--- src/design/ps2_kbd_pkg.sv ---
// Shared sizes, host register map, set-2 prefix codes and the key event word
package ps2_kbd_pkg;

    // ----------------------------------------------------------------------
    // Sizes
    // ----------------------------------------------------------------------

    // Key event FIFO entries and its pointer width
    localparam int fifo_depth = 8;
    localparam int fifo_aw    = 3;

    // Event word is ext + brk + 8-bit scan code
    localparam int event_w    = 10;

    // Host bus
    localparam int addr_w     = 2;
    localparam int data_w     = 16;

    // Rejected frame counter, saturating
    localparam int err_cnt_w  = 8;

    // ----------------------------------------------------------------------
    // Host register map
    // ----------------------------------------------------------------------

    // Bit 0 enable, bit 1 parity check enable
    localparam logic [addr_w-1:0] reg_ctrl   = 2'd0;
    // Level in 3:0, sticky overflow in 4, not empty in 5
    localparam logic [addr_w-1:0] reg_status = 2'd1;
    // Read returns the FIFO head and pops it
    localparam logic [addr_w-1:0] reg_event  = 2'd2;
    // Frame error count, cleared by any write
    localparam logic [addr_w-1:0] reg_errors = 2'd3;

    // Both receiver features on out of reset
    localparam logic [1:0] ctrl_rst_val = 2'b11;

    // ----------------------------------------------------------------------
    // Scan code set 2 prefixes
    // ----------------------------------------------------------------------
    localparam logic [7:0] code_ext = 8'hE0;
    localparam logic [7:0] code_brk = 8'hF0;

    // Built by fields in the decoder, returned raw to the host
    typedef union packed {
        struct packed {
            logic       ext;
            logic       brk;
            logic [7:0] code;
        } f;
        logic [event_w-1:0] raw;
    } key_event_t;

endpackage

--- src/design/kbd_regs.sv ---
// Host register block with four-phase req/ack port, control bits, status and error counter
`timescale 1ns/100ps

module kbd_regs (
    input  logic                              clk,
    input  logic                              rst_n,
    input  logic                              req,
    input  logic                              wr,
    input  logic [ps2_kbd_pkg::addr_w-1:0]    addr,
    input  logic [ps2_kbd_pkg::data_w-1:0]    wdata,
    output logic                              ack,
    output logic [ps2_kbd_pkg::data_w-1:0]    rdata,
    input  logic                              frame_err,
    input  ps2_kbd_pkg::key_event_t           head,
    input  logic [ps2_kbd_pkg::fifo_aw:0]     level,
    input  logic                              overflow,
    output logic                              pop,
    output logic                              ovf_clr,
    output logic                              ctrl_enable,
    output logic                              ctrl_parity
);

    import ps2_kbd_pkg::*;

    logic                 start;
    logic                 not_empty;
    logic [err_cnt_w-1:0] err_cnt;
    logic [data_w-1:0]    rd_mux;

    // New request seen while ack is still low
    assign start     = req && !ack;
    assign not_empty = (level != '0);

    // ----------------------------------------------------------------------
    // Handshake and side effects
    // ----------------------------------------------------------------------
    always_ff @(posedge clk or negedge rst_n) begin
        if (!rst_n) begin
            ack         <= 1'b0;
            pop         <= 1'b0;
            ovf_clr     <= 1'b0;
            ctrl_enable <= ctrl_rst_val[0];
            ctrl_parity <= ctrl_rst_val[1];
        end else begin
            pop     <= 1'b0;
            ovf_clr <= 1'b0;
            if (start) begin
                ack <= 1'b1;
                if (wr) begin
                    if (addr == reg_ctrl) begin
                        ctrl_enable <= wdata[0];
                        ctrl_parity <= wdata[1];
                    end
                end else begin
                    // Read side effects fire once, with the rising ack
                    pop     <= (addr == reg_event) && not_empty;
                    ovf_clr <= (addr == reg_status);
                end
            end else if (!req && ack) begin
                ack <= 1'b0;
            end
        end
    end

    // ----------------------------------------------------------------------
    // Error counter
    // ----------------------------------------------------------------------
    always_ff @(posedge clk or negedge rst_n) begin
        if (!rst_n) begin
            err_cnt <= '0;
        end else if (start && wr && addr == reg_errors) begin
            // Clear wins over a coincident error
            err_cnt <= '0;
        end else if (frame_err && err_cnt != '1) begin
            err_cnt <= err_cnt + 1'b1;
        end
    end

    // ----------------------------------------------------------------------
    // Read data
    // ----------------------------------------------------------------------
    always_comb begin
        case (addr)
            reg_ctrl:   rd_mux = data_w'({ctrl_parity, ctrl_enable});
            reg_status: rd_mux = data_w'({not_empty, overflow, level});
            // Empty FIFO reads as zero
            reg_event:  rd_mux = not_empty ? data_w'(head.raw) : '0;
            default:    rd_mux = data_w'(err_cnt);
        endcase
    end

    // Held stable for the whole ack phase
    always_ff @(posedge clk) begin
        if (start && !wr) begin
            rdata <= rd_mux;
        end
    end

endmodule

--- src/design/kbd_top.sv ---
// Top level joining the frame receiver, scan decoder, event FIFO and host registers
`timescale 1ns/100ps

module kbd_top (
    input  logic                           clk,
    input  logic                           rst_n,
    input  logic                           ps2_clk,
    input  logic                           ps2_data,
    input  logic                           req,
    input  logic                           wr,
    input  logic [ps2_kbd_pkg::addr_w-1:0] addr,
    input  logic [ps2_kbd_pkg::data_w-1:0] wdata,
    output logic                           ack,
    output logic [ps2_kbd_pkg::data_w-1:0] rdata
);

    import ps2_kbd_pkg::*;

    // ----------------------------------------------------------------------
    // Internal nets
    // ----------------------------------------------------------------------

    // Receiver to decoder
    logic [7:0] rx_byte;
    logic       byte_valid;
    logic       frame_err;

    // Decoder to FIFO
    key_event_t ev_data;
    logic       ev_push;

    // FIFO to register block
    key_event_t       head;
    logic [fifo_aw:0] level;
    logic             overflow;
    logic             pop;
    logic             ovf_clr;

    // Configuration back to the receiver
    logic ctrl_enable;
    logic ctrl_parity;

    // ----------------------------------------------------------------------
    // Receive path
    // ----------------------------------------------------------------------
    ps2_frame_rx u_frame_rx (
        .clk         (clk),
        .rst_n       (rst_n),
        .ps2_clk     (ps2_clk),
        .ps2_data    (ps2_data),
        .ctrl_enable (ctrl_enable),
        .ctrl_parity (ctrl_parity),
        .rx_byte     (rx_byte),
        .byte_valid  (byte_valid),
        .frame_err   (frame_err)
    );

    scan_decoder u_decoder (
        .clk        (clk),
        .rst_n      (rst_n),
        .rx_byte    (rx_byte),
        .byte_valid (byte_valid),
        .ev_data    (ev_data),
        .ev_push    (ev_push)
    );

    key_event_fifo u_fifo (
        .clk       (clk),
        .rst_n     (rst_n),
        .push      (ev_push),
        .push_data (ev_data),
        .pop       (pop),
        .head      (head),
        .level     (level),
        .overflow  (overflow),
        .ovf_clr   (ovf_clr)
    );

    // Host side, steers the receiver
    kbd_regs u_regs (
        .clk         (clk),
        .rst_n       (rst_n),
        .req         (req),
        .wr          (wr),
        .addr        (addr),
        .wdata       (wdata),
        .ack         (ack),
        .rdata       (rdata),
        .frame_err   (frame_err),
        .head        (head),
        .level       (level),
        .overflow    (overflow),
        .pop         (pop),
        .ovf_clr     (ovf_clr),
        .ctrl_enable (ctrl_enable),
        .ctrl_parity (ctrl_parity)
    );

endmodule

--- src/design/key_event_fifo.sv ---
// Circular key event buffer with fill level and sticky overflow flag
`timescale 1ns/100ps

module key_event_fifo (
    input  logic                          clk,
    input  logic                          rst_n,
    input  logic                          push,
    input  ps2_kbd_pkg::key_event_t       push_data,
    input  logic                          pop,
    output ps2_kbd_pkg::key_event_t       head,
    output logic [ps2_kbd_pkg::fifo_aw:0] level,
    output logic                          overflow,
    input  logic                          ovf_clr
);

    import ps2_kbd_pkg::*;

    // Entry storage
    key_event_t mem [fifo_depth];

    logic [fifo_aw-1:0] wr_ptr;
    logic [fifo_aw-1:0] rd_ptr;
    logic [fifo_aw:0]   count;
    logic               full;
    logic               empty;
    logic               do_push;
    logic               do_pop;

    assign full    = (count == (fifo_aw+1)'(fifo_depth));
    assign empty   = (count == '0);
    // Keyboard cannot be stalled, a push into a full buffer is lost
    assign do_push = push && !full;
    assign do_pop  = pop && !empty;

    assign head  = mem[rd_ptr];
    assign level = count;

    // ----------------------------------------------------------------------
    // Pointers and fill count
    // ----------------------------------------------------------------------
    always_ff @(posedge clk or negedge rst_n) begin
        if (!rst_n) begin
            wr_ptr <= '0;
            rd_ptr <= '0;
            count  <= '0;
        end else begin
            // Pointers wrap naturally at the power-of-two depth
            if (do_push) begin
                wr_ptr <= wr_ptr + 1'b1;
            end
            if (do_pop) begin
                rd_ptr <= rd_ptr + 1'b1;
            end
            case ({do_push, do_pop})
                2'b10:   count <= count + 1'b1;
                2'b01:   count <= count - 1'b1;
                default: count <= count;
            endcase
        end
    end

    always_ff @(posedge clk) begin
        if (do_push) begin
            mem[wr_ptr] <= push_data;
        end
    end

    // ----------------------------------------------------------------------
    // Overflow flag
    // ----------------------------------------------------------------------

    // A new loss in the clearing cycle keeps the flag set
    always_ff @(posedge clk or negedge rst_n) begin
        if (!rst_n) begin
            overflow <= 1'b0;
        end else if (push && full) begin
            overflow <= 1'b1;
        end else if (ovf_clr) begin
            overflow <= 1'b0;
        end
    end

endmodule

--- src/design/ps2_frame_rx.sv ---
// PS/2 line synchronizers, clock falling-edge detect, 11-bit frame shifter and checks
`timescale 1ns/100ps

module ps2_frame_rx (
    input  logic       clk,
    input  logic       rst_n,
    input  logic       ps2_clk,
    input  logic       ps2_data,
    input  logic       ctrl_enable,
    input  logic       ctrl_parity,
    output logic [7:0] rx_byte,
    output logic       byte_valid,
    output logic       frame_err
);

    // ----------------------------------------------------------------------
    // Synchronizers and edge detect
    // ----------------------------------------------------------------------

    // Two flops per line, idle level of the bus is high
    logic clk_s1;
    logic clk_s2;
    logic data_s1;
    logic data_s2;

    // Delayed copy of the synchronized clock
    logic clk_prev;
    logic clk_fall;

    always_ff @(posedge clk or negedge rst_n) begin
        if (!rst_n) begin
            clk_s1   <= 1'b1;
            clk_s2   <= 1'b1;
            data_s1  <= 1'b1;
            data_s2  <= 1'b1;
            clk_prev <= 1'b1;
        end else begin
            clk_s1   <= ps2_clk;
            clk_s2   <= clk_s1;
            data_s1  <= ps2_data;
            data_s2  <= data_s1;
            clk_prev <= clk_s2;
        end
    end

    // High for one cycle after the line drops
    assign clk_fall = clk_prev & ~clk_s2;

    // ----------------------------------------------------------------------
    // Frame shifter
    // ----------------------------------------------------------------------

    // Bit index within the frame, 0 means waiting for a start bit
    logic [3:0] bit_cnt;
    // Data bits LSB first, then parity in bit 8
    logic [8:0] shift_q;
    logic       stop_ok;
    logic       parity_ok;
    logic       frame_good;

    // Odd parity over data plus parity bit gives a 1
    assign stop_ok    = data_s2;
    assign parity_ok  = ^shift_q;
    assign frame_good = stop_ok && (!ctrl_parity || parity_ok);

    always_ff @(posedge clk or negedge rst_n) begin
        if (!rst_n) begin
            bit_cnt    <= 4'd0;
            byte_valid <= 1'b0;
            frame_err  <= 1'b0;
        end else begin
            byte_valid <= 1'b0;
            frame_err  <= 1'b0;
            if (!ctrl_enable) begin
                // Receiver parked, any partial frame is dropped
                bit_cnt <= 4'd0;
            end else if (clk_fall) begin
                if (bit_cnt == 4'd0) begin
                    // Start bit must be low
                    if (!data_s2) begin
                        bit_cnt <= 4'd1;
                    end
                end else if (bit_cnt < 4'd10) begin
                    bit_cnt <= bit_cnt + 4'd1;
                end else begin
                    // Stop bit, judge the whole frame
                    bit_cnt    <= 4'd0;
                    byte_valid <= frame_good;
                    frame_err  <= ~frame_good;
                end
            end
        end
    end

    // Payload path, data and parity shifted in, byte taken at the stop bit
    always_ff @(posedge clk) begin
        if (ctrl_enable && clk_fall) begin
            if (bit_cnt != 4'd0 && bit_cnt < 4'd10) begin
                shift_q <= {data_s2, shift_q[8:1]};
            end
            if (bit_cnt == 4'd10) begin
                rx_byte <= shift_q[7:0];
            end
        end
    end

endmodule

--- src/design/scan_decoder.sv ---
// Set-2 prefix state machine folding E0 and F0 into single key events
`timescale 1ns/100ps

module scan_decoder (
    input  logic                    clk,
    input  logic                    rst_n,
    input  logic [7:0]              rx_byte,
    input  logic                    byte_valid,
    output ps2_kbd_pkg::key_event_t ev_data,
    output logic                    ev_push
);

    import ps2_kbd_pkg::*;

    // Prefixes seen since the last event
    logic ext_pend;
    logic brk_pend;
    logic is_ext;
    logic is_brk;

    assign is_ext = (rx_byte == code_ext);
    assign is_brk = (rx_byte == code_brk);

    // ----------------------------------------------------------------------
    // Pending flags and push strobe
    // ----------------------------------------------------------------------
    always_ff @(posedge clk or negedge rst_n) begin
        if (!rst_n) begin
            ext_pend <= 1'b0;
            brk_pend <= 1'b0;
            ev_push  <= 1'b0;
        end else begin
            ev_push <= 1'b0;
            if (byte_valid) begin
                if (is_ext) begin
                    ext_pend <= 1'b1;
                end else if (is_brk) begin
                    brk_pend <= 1'b1;
                end else begin
                    // Ordinary code closes the sequence
                    ev_push  <= 1'b1;
                    ext_pend <= 1'b0;
                    brk_pend <= 1'b0;
                end
            end
        end
    end

    // ----------------------------------------------------------------------
    // Event word
    // ----------------------------------------------------------------------

    // Loaded with the strobe, held until the next event
    always_ff @(posedge clk) begin
        if (byte_valid && !is_ext && !is_brk) begin
            ev_data.f.ext  <= ext_pend;
            ev_data.f.brk  <= brk_pend;
            ev_data.f.code <= rx_byte;
        end
    end

endmodule

--- config.mk ---
export PLATFORM = sky130hd
export DESIGN_NAME = kbd_top
export DESIGN_NICKNAME = d
export VERILOG_FILES = /design/src/design/ps2_kbd_pkg.sv /design/src/design/kbd_regs.sv /design/src/design/kbd_top.sv /design/src/design/key_event_fifo.sv /design/src/design/ps2_frame_rx.sv /design/src/design/scan_decoder.sv
export SDC_FILE = /design/constraint.sdc
export NUM_CORES = 1
export LEC_CHECK = 0
export ABC_AREA = 0
export BUFFER_PORTS_ARGS = -buffer_cell sky130_fd_sc_hd__buf_2
export CELL_PAD_IN_SITES_DETAIL_PLACEMENT = 1
export CELL_PAD_IN_SITES_GLOBAL_PLACEMENT = 2
export CORE_AREA = 2 2 190 118
export DETAILED_ROUTE_END_ITERATION = 12
export DIE_AREA = 0 0 192 120
export MAX_ROUTING_LAYER = met4
export PLACE_DENSITY_LB_ADDON = 0.1
export SKIP_LAST_GASP = 1
export SLEW_MARGIN = 15
export SYNTH_ARGS = -nofsm -noshare
export SYNTH_HDL_FRONTEND = slang
export SYNTH_SLANG_ARGS = --single-unit
export TNS_END_PERCENT = 50
--- constraint.sdc ---
create_clock -name clk -period 6.2 [get_ports clk]
set_clock_uncertainty 0.1 [all_clocks]
set_input_delay 0.31 -clock clk [delete_from_list [all_inputs] [get_ports clk]]
set_output_delay 0.31 -clock clk [all_outputs]
set_load 0.005 [all_outputs]
==> results.yml <==
power_and_ir_drop:
  ir_worst_vdd_v: 0.000204
  p_int_mw: 1.93
  leakage_nw: 2.67
  power_mw: 2.49
  power.share.clock_pct: 47.0
  p_switching_mw: 0.557
  switching_share_pct: 22.4
  p_per_area_nw_per_um2: 335
  power_frac_comb_pct: 4.9
  seqPwrFrac_pct: 48.1
global_routing:
  overflow: 0
  grt_pass1_wl_um: 20900
  grt_usage_pct: 13.2
  grt_start_max_net_pins: 39
  antenna_found_initial: 0
  first_global_vias: 3410
cells_and_area:
  design_area_um2: 7440
  drive_above_1_share_pct: 23.1
  instances_no_fill: 716
  n_fill_cell: 2189
  multiInputGateArea_um2: 1700
  syn_to_final_growth_pct: 18.4
  regArea_um2: 4470
  finish.utilization_pct: 34.7
  nNetsFinal: 450
route:
  final_antenna_net_count: 0
  wl_per_cell_um: 19.1
  drc: 0
  wl_um: 13700
  vias_per_cell: 4.59
  firstDrtPassIters: 4
  drt-initial-drc-count: 188
  vias: 3285
synth:
  syn_inst: 377
  syn_area_um2: 6280
  synthFlopType: "edfxtp_1"
  ys_seq_area_share_pct: 71.2
  yosysWarningCount: 0
  synth_cell_type_count: 45
  synthTopCellsByArea: "edfxtp_1, dfrtp_1, mux4_2"
  yosysTopAreaCell: "edfxtp_1"
  synth_top_cell_area_share_pct: 55.9
  synth-async-reset-ratio_pct: 24.5
  synth-seq-cells: 155
  post_synth.cell_area_avg_um2: 16.7
  synth_edf_count: 117
sta:
  fin_ws_ns: 3.48
  setup_viol_count_final: 0
  max_slew.worst_pin.slew_ns: 1.00
  fin_crit_ns: 2.72
  fmax_ghz: 0.368
  finalMaxSlewViolations: 0
  rsz0062_at_grt: "no"
  fin_tns_setup_ns: 0
  hold_viol: 0
  holdWs_ns: 0.0229
  post-route-period-util_pct: 43.9
  slew_headroom_pct: 32.7
clock_tree:
  numCtsBuffers: 17
  post-cts-setup-buffers: 0
  worstSkewPairLatency_ns: 0.42
  cts_root_buf: "clkbuf_16"
  path_clk_slew_ns: 0.06
  clock_sinks: 155
  clockBufferDepth: 2
  cts_tree: "done"
  htree_num_levels: 4
place:
  placed_cell_area_um2: 6730
  port_buffers: 20
  dp.cells: 679
  hpwl_um: 9080
  routabilityCongestion: 0.692
  dpl_worst_slack_ns: 3.44
setup_path:
  crit_arrival_ns: 2.92
  cp-end-kind: "register"
  required_ns: 6.40
  critical_path_class: "reg2reg"
  path_max_fanout: 8
  r2r_start: "u_fifo.level[1]"
  crit_path_start: "u_fifo.level[1]"
  critPathLaunchType: "register"
floorplanning:
  start_util_pct: 29.3
  die_area_um2: 23000
  die_width_um: 192
  num_io_pins: 41
  core_um2: 21400
  std_cell_rows: 42
  fp.dieH_um: 120
worst_hold_path:
  hold_path_class: "in2reg"
  min_from: "wdata[1]"
run:
  max-cap-violations: 0
status:
  status: "finished clean"
-- cells in the final DEF, fill, tap and decap left out, types with 10 or more instances in the layout --
master	count
edfxtp_1	117
buf_2	20
dfrtp_1	31
mux2i_1	13
ha_1	10
mux4_2	20
nand2_1	15
xnor2_1	10
clkbuf_16	17
nor2_1	25
o21ai_0	15
inv_1	10
-- power by group through the flow --
stage | logic (mW) | clock network (mW) | registers (mW)
2_1_floorplan | 0.0867 | 0 | 1.20
3_3_place_gp | 0.119 | 0 | 1.22
3_5_place_dp | 0.122 | 0 | 1.22
4_1_cts | 0.124 | 1.20 | 1.20
5_1_grt | 0.139 | 1.24 | 1.21
6_report | 0.122 | 1.17 | 1.20
-- Yosys cell counts, types with 10 or more instances --
cell type / count
dfrtp_1: 31
edfxtp_1: 117
ha_1: 10
inv_1: 10
mux2i_1: 13
mux4_2: 20
nand2_1: 15
nor2_1: 25
o21ai_0: 15
xnor2_1: 10
-- worst max-delay path, cell delays in order (launching register included) --
cell and delay [ns]:
dfrtp_1 0.50, nor3_1 0.13, a21boi_1 0.43, inv_1 0.25, ha_1 0.31, xor2_1 0.18
ha_1 0.19, a21oi_1 0.14, xor2_1 0.16, nor2_1 0.06, xor2_1 0.14
-- metal layers --
layer	track usage (%)	vias up	part of all wire [%]
met1	18.9	1721	52
li1	-	1508	-
met5	-	-	0
met3	3.39	9	3.8
met2	18.3	47	44
met4	4.58	0	0.78
-- cells by family after synthesis --
group	share of synthesized area (%)
other	0.0597
buffers and inverters	2.39
adder cells (fa/ha/maj)	1.99
AND/OR/NAND/NOR	6.47
flip-flops	71.2
XOR/XNOR	2.95
AO/OA/AOI/OAI	4.20
multiplexers	10.7
-- registers in the layout, summed over array words and instances, names as in the netlist, 3 cells and up --
name / cells
u_fifo.mem: 80
u_decoder.ev_data: 10
u_regs.rdata: 10
u_frame_rx.shift_q: 9
u_frame_rx.rx_byte: 8
u_regs.err_cnt: 8
u_fifo.level: 4
u_frame_rx.bit_cnt: 4
u_fifo.rd_ptr: 3
u_fifo.wr_ptr: 3
-- final timing paths --
kind	to	slack, ns	depth (start not counted)
worst min register to register	u_frame_rx.clk_s2	0.26	0
min in group asynchronous	u_regs.err_cnt[7]	0.47	2
worst max-delay path	u_fifo.level[2]	3.48	10
max in group asynchronous	u_frame_rx.byte_valid	4.90	2
worst max register to register	u_fifo.level[2]	3.48	10
worst min-delay path	u_regs.ctrl_parity	0.02	2
-- what timing repair did --
item / CTS / global route
gates resized for setup: 0 / 0
hold buffers: 4 / 0
hold endpoints to repair: 34 / 0
-- area by class of cell --
| type | instances | area share (%) |
|---|---|---|
| timing repair buffer | 33 | 2.79 |
| antenna | 1 | 0.0337 |
| multi-input combinational | 199 | 22.8 |
| clock buffer | 17 | 5.72 |
| inverter | 10 | 0.505 |
| sequential | 155 | 60.2 |
| tap | 286 | 4.81 |
| clock inverter | 15 | 3.15 |
Power figures use the tool's default switching activity.
